## config.mk

```make
export PLATFORM = sky130hd
export DESIGN_NAME = dcache_top
export DESIGN_NICKNAME = d
export VERILOG_FILES = /design/src/logic/dcache_pkg.sv /design/src/logic/burst_ctrl.sv /design/src/logic/dcache_front.sv /design/src/logic/dcache_top.sv /design/src/logic/line_store.sv
export SDC_FILE = /design/constraint.sdc
export NUM_CORES = 2
export LEC_CHECK = 0
export BUFFER_PORTS_ARGS = -buffer_cell sky130_fd_sc_hd__buf_4
export CORE_MARGIN = 1
export CORE_UTILIZATION = 30
export CTS_CLUSTER_SIZE = 16
export DETAILED_ROUTE_END_ITERATION = 8
export PLACE_DENSITY = 0.48
export SYNTH_ARGS = -nofsm -noshare
export SYNTH_HDL_FRONTEND = slang
export SYNTH_SLANG_ARGS = --single-unit
```

## constraint.sdc

```tcl
create_clock -name clk -period 7.9 [get_ports clk]
set_input_delay 0.79 -clock clk [delete_from_list [all_inputs] [get_ports clk]]
set_output_delay 0.79 -clock clk [all_outputs]
set_load 0.02 [all_outputs]
```

## src/logic/dcache_pkg.sv

```systemverilog
/*
 * Shared widths, word and address types, burst controller states
 * and helpers that derive line geometry from the words per line
 */
package dcache_pkg;

    // Bus and CPU widths
    localparam int addr_w = 32;
    localparam int data_w = 32;
    localparam int be_w   = data_w / 8;

    typedef logic [data_w-1:0] word_t;
    typedef logic [addr_w-1:0] addr_t;

    // Burst controller states
    typedef enum logic [2:0] {
        IDLE,
        WB_ADDR,
        WB_DATA,
        WB_RESP,
        FILL_ADDR,
        FILL_DATA
    } ctrl_state_t;

    // ------------------------------------------------------------------
    // Line geometry
    // | TAG | WORD OFFSET | BYTE (2 bits) |
    // ------------------------------------------------------------------
    function automatic int idx_bits(int words);
        return $clog2(words);
    endfunction

    // Lowest address bit that belongs to the tag
    function automatic int tag_lsb(int words);
        return idx_bits(words) + 2;
    endfunction

    function automatic int tag_bits(int words);
        return addr_w - tag_lsb(words);
    endfunction

endpackage

```

## src/logic/burst_ctrl.sv

```systemverilog
/*
 * Bus side FSM of the data cache
 * Write-back, refill and flush bursts over AXI-style channels
 */
`timescale 1ns/1ps

module burst_ctrl #(
    parameter int line_words = 128
) (
    input  logic                                         clk,
    input  logic                                         rst_n,
    input  logic                                         miss_req,
    input  logic                                         flush_req,
    input  dcache_pkg::addr_t                            address,
    input  logic                                         line_dirty,
    input  logic [dcache_pkg::tag_bits(line_words)-1:0]  line_tag,
    input  dcache_pkg::word_t                            wb_word,
    input  logic                                         awready,
    input  logic                                         wready,
    input  logic                                         bvalid,
    input  logic                                         arready,
    input  logic                                         rvalid,
    input  dcache_pkg::word_t                            rdata,
    input  logic                                         rlast,
    output logic                                         ctrl_busy,
    output logic [dcache_pkg::idx_bits(line_words)-1:0]  fill_ptr,
    output logic                                         fill_we,
    output dcache_pkg::word_t                            fill_wdata,
    output logic [dcache_pkg::tag_bits(line_words)-1:0]  fill_tag,
    output logic                                         fill_done,
    output logic                                         invalidate,
    output logic                                         awvalid,
    output dcache_pkg::addr_t                            awaddr,
    output logic [7:0]                                   awlen,
    output logic                                         wvalid,
    output dcache_pkg::word_t                            wdata,
    output logic                                         wlast,
    output logic                                         bready,
    output logic                                         arvalid,
    output dcache_pkg::addr_t                            araddr,
    output logic [7:0]                                   arlen,
    output logic                                         rready
);

    localparam int tag_lo = dcache_pkg::tag_lsb(line_words);
    localparam int idx_w  = dcache_pkg::idx_bits(line_words);
    localparam logic [idx_w-1:0] last_idx = idx_w'(line_words - 1);

    dcache_pkg::ctrl_state_t state_q;
    dcache_pkg::ctrl_state_t state_d;
    // Write-back was ordered by a flush and ends in IDLE
    logic flushing;
    logic w_beat;
    logic r_beat;

    // ------------------------------------------------------------------
    // Channel outputs decoded from state
    // ------------------------------------------------------------------
    assign ctrl_busy = (state_q != dcache_pkg::IDLE);
    assign awvalid   = (state_q == dcache_pkg::WB_ADDR);
    assign wvalid    = (state_q == dcache_pkg::WB_DATA);
    assign bready    = (state_q == dcache_pkg::WB_RESP);
    assign arvalid   = (state_q == dcache_pkg::FILL_ADDR);
    assign rready    = (state_q == dcache_pkg::FILL_DATA);

    // Whole line bursts from the line base
    assign fill_tag = address[dcache_pkg::addr_w-1:tag_lo];
    assign awaddr   = {line_tag, {tag_lo{1'b0}}};
    assign araddr   = {fill_tag, {tag_lo{1'b0}}};
    assign awlen    = 8'(line_words - 1);
    assign arlen    = 8'(line_words - 1);

    assign w_beat = wvalid && wready;
    assign r_beat = rvalid && rready;

    assign wdata = wb_word;
    assign wlast = wvalid && (fill_ptr == last_idx);

    assign fill_we    = r_beat;
    assign fill_wdata = rdata;
    assign fill_done  = r_beat && rlast;
    // Pulse on entry to the refill
    assign invalidate = (state_d == dcache_pkg::FILL_ADDR) &&
                        (state_q != dcache_pkg::FILL_ADDR);

    always_comb begin
        state_d = state_q;
        case (state_q)
            dcache_pkg::IDLE: begin
                if (flush_req) state_d = dcache_pkg::WB_ADDR;
                else if (miss_req) begin
                    // Dirty line goes back to memory first
                    state_d = line_dirty ? dcache_pkg::WB_ADDR : dcache_pkg::FILL_ADDR;
                end
            end
            dcache_pkg::WB_ADDR: if (awready) state_d = dcache_pkg::WB_DATA;
            dcache_pkg::WB_DATA: if (w_beat && wlast) state_d = dcache_pkg::WB_RESP;
            dcache_pkg::WB_RESP: begin
                if (bvalid) state_d = flushing ? dcache_pkg::IDLE : dcache_pkg::FILL_ADDR;
            end
            dcache_pkg::FILL_ADDR: if (arready) state_d = dcache_pkg::FILL_DATA;
            dcache_pkg::FILL_DATA: if (fill_done) state_d = dcache_pkg::IDLE;
            default: state_d = dcache_pkg::IDLE;
        endcase
    end

    always_ff @(posedge clk) begin
        if (!rst_n) begin
            state_q  <= dcache_pkg::IDLE;
            fill_ptr <= '0;
            flushing <= 1'b0;
        end else begin
            state_q <= state_d;
            if (state_q == dcache_pkg::IDLE) flushing <= flush_req;
            // One step per accepted beat and back to zero after the last
            if ((w_beat && wlast) || fill_done) fill_ptr <= '0;
            else if (w_beat || r_beat) fill_ptr <= fill_ptr + 1'b1;
        end
    end

    // Write address and its payload stay put until accepted
    a_aw_hold: assert property (@(posedge clk) disable iff (!rst_n)
        (awvalid && !awready) |=> (awvalid && $stable(awaddr)));

    // Memory burst length matches the line so the pointer stays in range
    a_ptr_range: assert property (@(posedge clk) disable iff (!rst_n)
        r_beat |-> (rlast == (fill_ptr == last_idx)));

endmodule

```

## src/logic/dcache_front.sv

```systemverilog
/*
 * CPU side of the data cache
 * Hit check, stall level, byte write request and miss/flush pulses
 */
`timescale 1ns/1ps

module dcache_front #(
    parameter int line_words = 128
) (
    input  logic                                         clk,
    input  logic                                         rst_n,
    input  dcache_pkg::addr_t                            address,
    input  dcache_pkg::word_t                            write_data,
    input  logic                                         read_enable,
    input  logic                                         write_enable,
    input  logic [dcache_pkg::be_w-1:0]                  byte_enable,
    input  logic                                         flush_order,
    input  logic [dcache_pkg::tag_bits(line_words)-1:0]  line_tag,
    input  logic                                         line_valid,
    input  dcache_pkg::word_t                            cpu_rdata,
    input  logic                                         ctrl_busy,
    output dcache_pkg::word_t                            read_data,
    output logic                                         stall,
    output logic                                         miss_req,
    output logic                                         flush_req,
    output logic                                         cpu_we,
    output logic [dcache_pkg::idx_bits(line_words)-1:0]  cpu_index,
    output dcache_pkg::word_t                            cpu_wdata,
    output logic [dcache_pkg::be_w-1:0]                  cpu_be
);

    localparam int tag_lo = dcache_pkg::tag_lsb(line_words);

    logic [dcache_pkg::addr_w-1:tag_lo] req_tag;
    logic hit;
    logic wr_act;
    logic access;
    logic miss;
    logic can_issue;
    // Request sent but controller not yet seen busy
    logic req_pending;

    // Address split
    assign req_tag   = address[dcache_pkg::addr_w-1:tag_lo];
    assign cpu_index = address[tag_lo-1:2];

    assign hit = line_valid && (req_tag == line_tag);

    // Empty byte mask means no write at all
    assign wr_act = write_enable && (|byte_enable);
    assign access = read_enable || wr_act;
    assign miss   = access && !hit;

    // ------------------------------------------------------------------
    // Stall and request pulses
    // ------------------------------------------------------------------
    assign can_issue = !ctrl_busy && !req_pending;
    // Flush wins over a miss in the same cycle
    assign flush_req = flush_order && can_issue;
    assign miss_req  = miss && !flush_order && can_issue;

    assign stall = miss || ctrl_busy || req_pending;

    always_ff @(posedge clk) begin
        if (!rst_n) begin
            req_pending <= 1'b0;
        end else if (miss_req || flush_req) begin
            req_pending <= 1'b1;
        end else if (ctrl_busy) begin
            req_pending <= 1'b0;
        end
    end

    // Hit writes only while the line is not being moved
    assign cpu_we    = wr_act && hit && can_issue;
    assign cpu_wdata = write_data;
    assign cpu_be    = byte_enable;

    // Async read of the addressed word
    assign read_data = cpu_rdata;

    // CPU never reads and writes at once
    a_rw_excl: assert property (@(posedge clk) disable iff (!rst_n)
        !(read_enable && write_enable));

    // Controller picks up every request at the next edge
    a_req_taken: assert property (@(posedge clk) disable iff (!rst_n)
        (miss_req || flush_req) |=> ctrl_busy);

endmodule

```

## src/logic/dcache_top.sv

```systemverilog
/*
 * Direct mapped one-line write-back data cache
 * CPU front, line store and burst controller
 */
`timescale 1ns/1ps

module dcache_top #(
    parameter int line_words = 128
) (
    input  logic                          clk,
    input  logic                          rst_n,
    // CPU side
    input  dcache_pkg::addr_t             address,
    input  dcache_pkg::word_t             write_data,
    input  logic                          read_enable,
    input  logic                          write_enable,
    input  logic [dcache_pkg::be_w-1:0]   byte_enable,
    input  logic                          flush_order,
    output dcache_pkg::word_t             read_data,
    output logic                          stall,
    // Memory bus
    output logic                          awvalid,
    input  logic                          awready,
    output dcache_pkg::addr_t             awaddr,
    output logic [7:0]                    awlen,
    output logic                          wvalid,
    input  logic                          wready,
    output dcache_pkg::word_t             wdata,
    output logic                          wlast,
    input  logic                          bvalid,
    output logic                          bready,
    output logic                          arvalid,
    input  logic                          arready,
    output dcache_pkg::addr_t             araddr,
    output logic [7:0]                    arlen,
    input  logic                          rvalid,
    output logic                          rready,
    input  dcache_pkg::word_t             rdata,
    input  logic                          rlast
);

    localparam int idx_w = dcache_pkg::idx_bits(line_words);
    localparam int tag_w = dcache_pkg::tag_bits(line_words);

    // Front and controller handshake
    logic miss_req;
    logic flush_req;
    logic ctrl_busy;

    // Line store ports
    logic                        cpu_we;
    logic [idx_w-1:0]            cpu_index;
    dcache_pkg::word_t           cpu_wdata;
    logic [dcache_pkg::be_w-1:0] cpu_be;
    dcache_pkg::word_t           cpu_rdata;
    dcache_pkg::word_t           wb_word;
    logic [tag_w-1:0]            line_tag;
    logic                        line_valid;
    logic                        line_dirty;
    logic [idx_w-1:0]            fill_ptr;
    logic                        fill_we;
    dcache_pkg::word_t           fill_wdata;
    logic [tag_w-1:0]            fill_tag;
    logic                        fill_done;
    logic                        invalidate;

    dcache_front #(.line_words(line_words)) i_front (
        .clk, .rst_n, .address, .write_data, .read_enable, .write_enable,
        .byte_enable, .flush_order, .line_tag, .line_valid, .cpu_rdata,
        .ctrl_busy, .read_data, .stall, .miss_req, .flush_req, .cpu_we,
        .cpu_index, .cpu_wdata, .cpu_be
    );

    line_store #(.line_words(line_words)) i_store (
        .clk, .rst_n, .cpu_we, .cpu_index, .cpu_wdata, .cpu_be, .fill_ptr,
        .fill_we, .fill_wdata, .fill_tag, .fill_done, .invalidate,
        .cpu_rdata, .wb_word, .line_tag, .line_valid, .line_dirty
    );

    burst_ctrl #(.line_words(line_words)) i_ctrl (
        .clk, .rst_n, .miss_req, .flush_req, .address, .line_dirty, .line_tag,
        .wb_word, .awready, .wready, .bvalid, .arready, .rvalid, .rdata,
        .rlast, .ctrl_busy, .fill_ptr, .fill_we, .fill_wdata, .fill_tag,
        .fill_done, .invalidate, .awvalid, .awaddr, .awlen, .wvalid, .wdata,
        .wlast, .bready, .arvalid, .araddr, .arlen, .rready
    );

endmodule

```

## src/logic/line_store.sv

```systemverilog
/*
 * Single cache line storage
 * Data words, tag, valid and dirty flags with CPU and refill write ports
 */
`timescale 1ns/1ps

module line_store #(
    parameter int line_words = 128
) (
    input  logic                                         clk,
    input  logic                                         rst_n,
    input  logic                                         cpu_we,
    input  logic [dcache_pkg::idx_bits(line_words)-1:0]  cpu_index,
    input  dcache_pkg::word_t                            cpu_wdata,
    input  logic [dcache_pkg::be_w-1:0]                  cpu_be,
    input  logic [dcache_pkg::idx_bits(line_words)-1:0]  fill_ptr,
    input  logic                                         fill_we,
    input  dcache_pkg::word_t                            fill_wdata,
    input  logic [dcache_pkg::tag_bits(line_words)-1:0]  fill_tag,
    input  logic                                         fill_done,
    input  logic                                         invalidate,
    output dcache_pkg::word_t                            cpu_rdata,
    output dcache_pkg::word_t                            wb_word,
    output logic [dcache_pkg::tag_bits(line_words)-1:0]  line_tag,
    output logic                                         line_valid,
    output logic                                         line_dirty
);

    dcache_pkg::word_t line_mem [line_words];
    dcache_pkg::word_t merged;

    // Combinational reads for CPU and write-back
    assign cpu_rdata = line_mem[cpu_index];
    assign wb_word   = line_mem[fill_ptr];

    // Replace only the enabled bytes
    always_comb begin
        merged = cpu_rdata;
        for (int b = 0; b < dcache_pkg::be_w; b++) begin
            if (cpu_be[b]) merged[8*b +: 8] = cpu_wdata[8*b +: 8];
        end
    end

    always_ff @(posedge clk) begin
        if (cpu_we) line_mem[cpu_index] <= merged;
        if (fill_we) line_mem[fill_ptr] <= fill_wdata;
    end

    // ------------------------------------------------------------------
    // Line flags and tag
    // ------------------------------------------------------------------
    always_ff @(posedge clk) begin
        if (!rst_n) begin
            line_tag   <= '0;
            line_valid <= 1'b0;
            line_dirty <= 1'b0;
        end else begin
            // Line contents unusable once a refill starts
            if (invalidate) line_valid <= 1'b0;
            else if (fill_done) line_valid <= 1'b1;
            if (fill_done) begin
                line_tag   <= fill_tag;
                line_dirty <= 1'b0;
            end else if (cpu_we) begin
                line_dirty <= 1'b1;
            end
        end
    end

    // CPU writes and bus refills are exclusive in time
    a_we_excl: assert property (@(posedge clk) disable iff (!rst_n)
        !(cpu_we && fill_we));

endmodule

```

==> impl_metrics.py <==
metrics = {
    "status": {
        "status": "finished, final reports clean",
    },
    "clocking": {
        "h-tree-depth": 5,
        "cts_buffers": 450,
        "post_cts_buffers": 0,
        "path_clk_slew_ns": 0.06,
        "cts_buffer_depth": 4,
        "cts_tree": "yes",
        "clock_latency_ns": 1.10,
        "cts_sinks": 4140,
        "root_buffer": "clkbuf_16",
    },
    "layout": {
        "area_growth_pct": 15.1,
        "finalNetCount": 10325,
        "drive_above_1_share": 0.360,
        "num-fill-cells": 59995,
    },
    "die": {
        "placementRows": 295,
        "core_um2": 646000,
        "ios": 262,
        "initial_core_util": 0.301,
        "fp.dieW_um": 807,
        "die_area_um2": 651000,
        "die_y_um": 807,
    },
    "sta": {
        "maxSlewHeadroom": 0.110,
        "period_needed_ns": 6.41,
        "fmax_mhz": 156,
        "clock_skew_ns": 0.0781,
        "tns_ns": 0,
        "rsz0062_at_grt": "false",
        "hold_violations": 0,
        "drv_slew": 0,
        "setup_viol": 0,
        "setup_slack_ns": 1.49,
        "worst_slew_pin_slew_ns": 1.33,
        "fin_crit_sh": 0.812,
    },
    "worst_setup_path": {
        "crit_required_ns": 7.11,
        "end_kind": "output port",
        "crit_type": "in -> out",
        "critical_path.max_fanout": 62,
        "cp-startpoint": "address[3]",
        "r2r_start": "i_ctrl.state_q[0]",
        "worst_r2r_endpoint": "i_store.line_mem[61][2]",
        "rrSetupSlack_ns": 2.74,
        "start_kind": "input port",
        "worst_path_most_repeated_cell": "buf_4",
        "rr_worst_depth": 7,
        "cp.arrival_ns": 5.62,
        "cpPeakStageDelay_ns": 1.06,
        "critPathSlowestCell": "nor4_2",
        "cp_cell_sequence": "buf_8 > nand2_4 > buf_12 > buf_4 > o221ai_1 > a211oi_1 > buf_4 > or4_1 > nor4_2 > buf_4",
    },
    "synthesis": {
        "ys_ff_latch": 4140,
        "async_flop_share": 0,
        "syn_avg_cell_area_um2": 19.8,
        "ys_warn_count": 0,
        "syn-cell-area_um2": 194000,
        "ys_seq_area_frac": 0.637,
        "ys_types": 66,
        "synth_edf_count": 4096,
        "netlist_instances": 9797,
        "synth_ff_type": "edfxtp_1",
    },
    "placement": {
        "finalWeightedCongestion": 0.843,
        "dpl.hpwl_um": 450000,
        "place_ws_ns": 1.13,
        "port_buffers": 225,
    },
    "global_route": {
        "grt_pass1_vias": 116149,
        "antenna_found_initial": 37,
        "grt_max_degree": 129,
        "grt.overflow.total": 0,
        "grt_pass1_wl_um": 957000,
        "grt_usage": 0.210,
    },
    "min_path": {
        "hold_depth": 3,
        "min-delay-start": "rst_n",
        "hold_end": "i_store.line_dirty",
        "hold_path.class": "in -> reg",
    },
    "detailed_routing": {
        "route.detailed.drc": 0,
        "wire_per_inst_um": 36.3,
        "routed_wl_um": 700000,
        "first_pass_iters": 6,
        "drtAntennaViolNets": 0,
        "first_iter_violations": 11553,
        "num_vias": 110476,
        "vias_per_cell": 5.74,
    },
    "power": {
        "pwr-share-comb": 0.095,
        "intPower_mw": 38.4,
        "pwr-share-seq": 0.492,
        "switching_power_mw": 12.3,
        "peakVddDrop_mv": 0.196,
        "p_sw_frac": 0.242,
        "p_per_area_nw_per_um2": 226,
        "leakagePower_nw": 67.1,
        "p_clk_frac": 0.413,
        "p_total_mw": 50.7,
    },
    "job": {
        "timing.max_cap.violations": 0,
    },
}
stage by stage:
step                      instance area, µm²   util  cells  hold WS [ns]
after floorplan                       195000      -   9829         0.439
after detailed placement              209000  0.324  18350         0.488
final                                 224000  0.347  19249         0.122
after global placement                209000  0.324  18350         0.470
after global routing                  224000  0.347  19233         0.111
after CTS                             224000  0.347  19199        0.0467
layer usage:
metal | vias up | GRT usage | part of all wire
met5 | - | 0 | 0
met4 | 0 | 0.114 | 0.061
met3 | 1128 | 0.0260 | 0.059
met2 | 4597 | 0.338 | 0.48
met1 | 61101 | 0.279 | 0.40
li1 | 43650 | - | -
cells in the mapped netlist, types with 98 or more instances:
cell type	n	share of area
buf_2	207	0.0053
mux2_2	129	0.0075
clkbuf_1	410	0.0079
o21ai_0	107	0.0028
nor3_1	217	0.0056
o221ai_1	278	0.013
nand2_1	158	0.0031
edfxtp_1	4096	0.63
mux4_2	1952	0.23
a21oi_1	98	0.0025
a221oi_1	125	0.0056
mux2i_1	736	0.038
nor2_1	222	0.0043
buf_4	119	0.0046
cell type report:
cell class	instances	area [µm²]	share of cell area
Antenna cell	50	125	0.000559
Clock buffer	541	11700	0.0522
Clock inverter	284	2640	0.0118
Inverter	8	45.0	0.000201
Multi-Input combinational cell	4795	67300	0.301
Sequential cell	4140	124000	0.553
Tap cell	8613	10800	0.0481
Timing Repair Buffer	818	7390	0.0330
worst max-delay path, delay by kind of cell:
kind,cells,cell delay [ns]
and+or+nand+nor,3,2.28
buffers and inverters,5,1.73
AOI/OAI and AO/OA,2,0.37
how the worst max path moves through the flow:
stage                               endpoint  slack (ns)
floorplan             i_store.line_mem[0][2]        0.50
global placement    i_store.line_mem[90][17]        1.14
detailed placement  i_store.line_mem[92][17]        1.13
CTS                                wdata[15]        1.60
global route                        wdata[8]        1.54
finish                         read_data[31]        1.49
registers in the layout, summed over array words and instances (netlist names), named ones only:
| name | count |
|---|---|
| i_store.line_mem | 4096 |
| i_ctrl.fill_ptr | 7 |
| i_front.req_pending | 1 |
| i_ctrl.flushing | 1 |
| i_store.line_valid | 1 |
| i_store.line_tag | 23 |
| i_store.line_dirty | 1 |
| i_ctrl.state_q | 3 |
power by group through the flow:
stage / Combinational (mW) / Sequential [mW] / Clock (mW)
after floorplan: 2.91 / 25.6 / 0
after global placement: 4.75 / 25.4 / 0
after detailed placement: 4.87 / 25.4 / 0
after CTS: 4.88 / 24.9 / 21.3
after global routing: 5.07 / 24.9 / 22.1
final: 4.81 / 24.9 / 21.0
repair_timing:
| item | CTS | global route |
|---|---|---|
| endpoints found under the hold margin | 25 | 0 |
| resized for setup | 0 | 0 |
| hold buffers | 24 | 0 |
cell usage in the layout, fill, tap and decap left out, types with 34 or more instances in the layout:
cell type,count
o21ai_0,106
nand4_1,38
nor2_4,128
buf_4,698
a211oi_1,61
nand2_1,155
mux2_2,129
o221ai_2,36
mux4_2,1952
a221oi_1,125
nor3_1,216
clkinv_2,92
clkinv_1,108
and2_1,37
nor2_1,92
bufinv_16,40
buf_12,92
edfxtp_1,4096
clkbuf_16,453
nand2b_1,35
o21a_1,64
or2_2,34
clkbuf_1,87
conb_1,34
nand3_1,40
mux2i_1,736
or4_1,59
o221ai_1,278
a21oi_1,69
dfxtp_1,37
diode_2,50
cells by family after synthesis:
group,count (synthesis),share of synthesized area
other,2,0.0000386
AO/OA/AOI/OAI,959,0.0392
adder cells (fa/ha/maj),1,0.0000643
flip-flops,4140,0.637
AND/OR/NAND/NOR,957,0.0258
multiplexers,2817,0.271
buffers and inverters,894,0.0251
XOR/XNOR,27,0.00122
No activity file was read; power rests on OpenSTA's default activity.
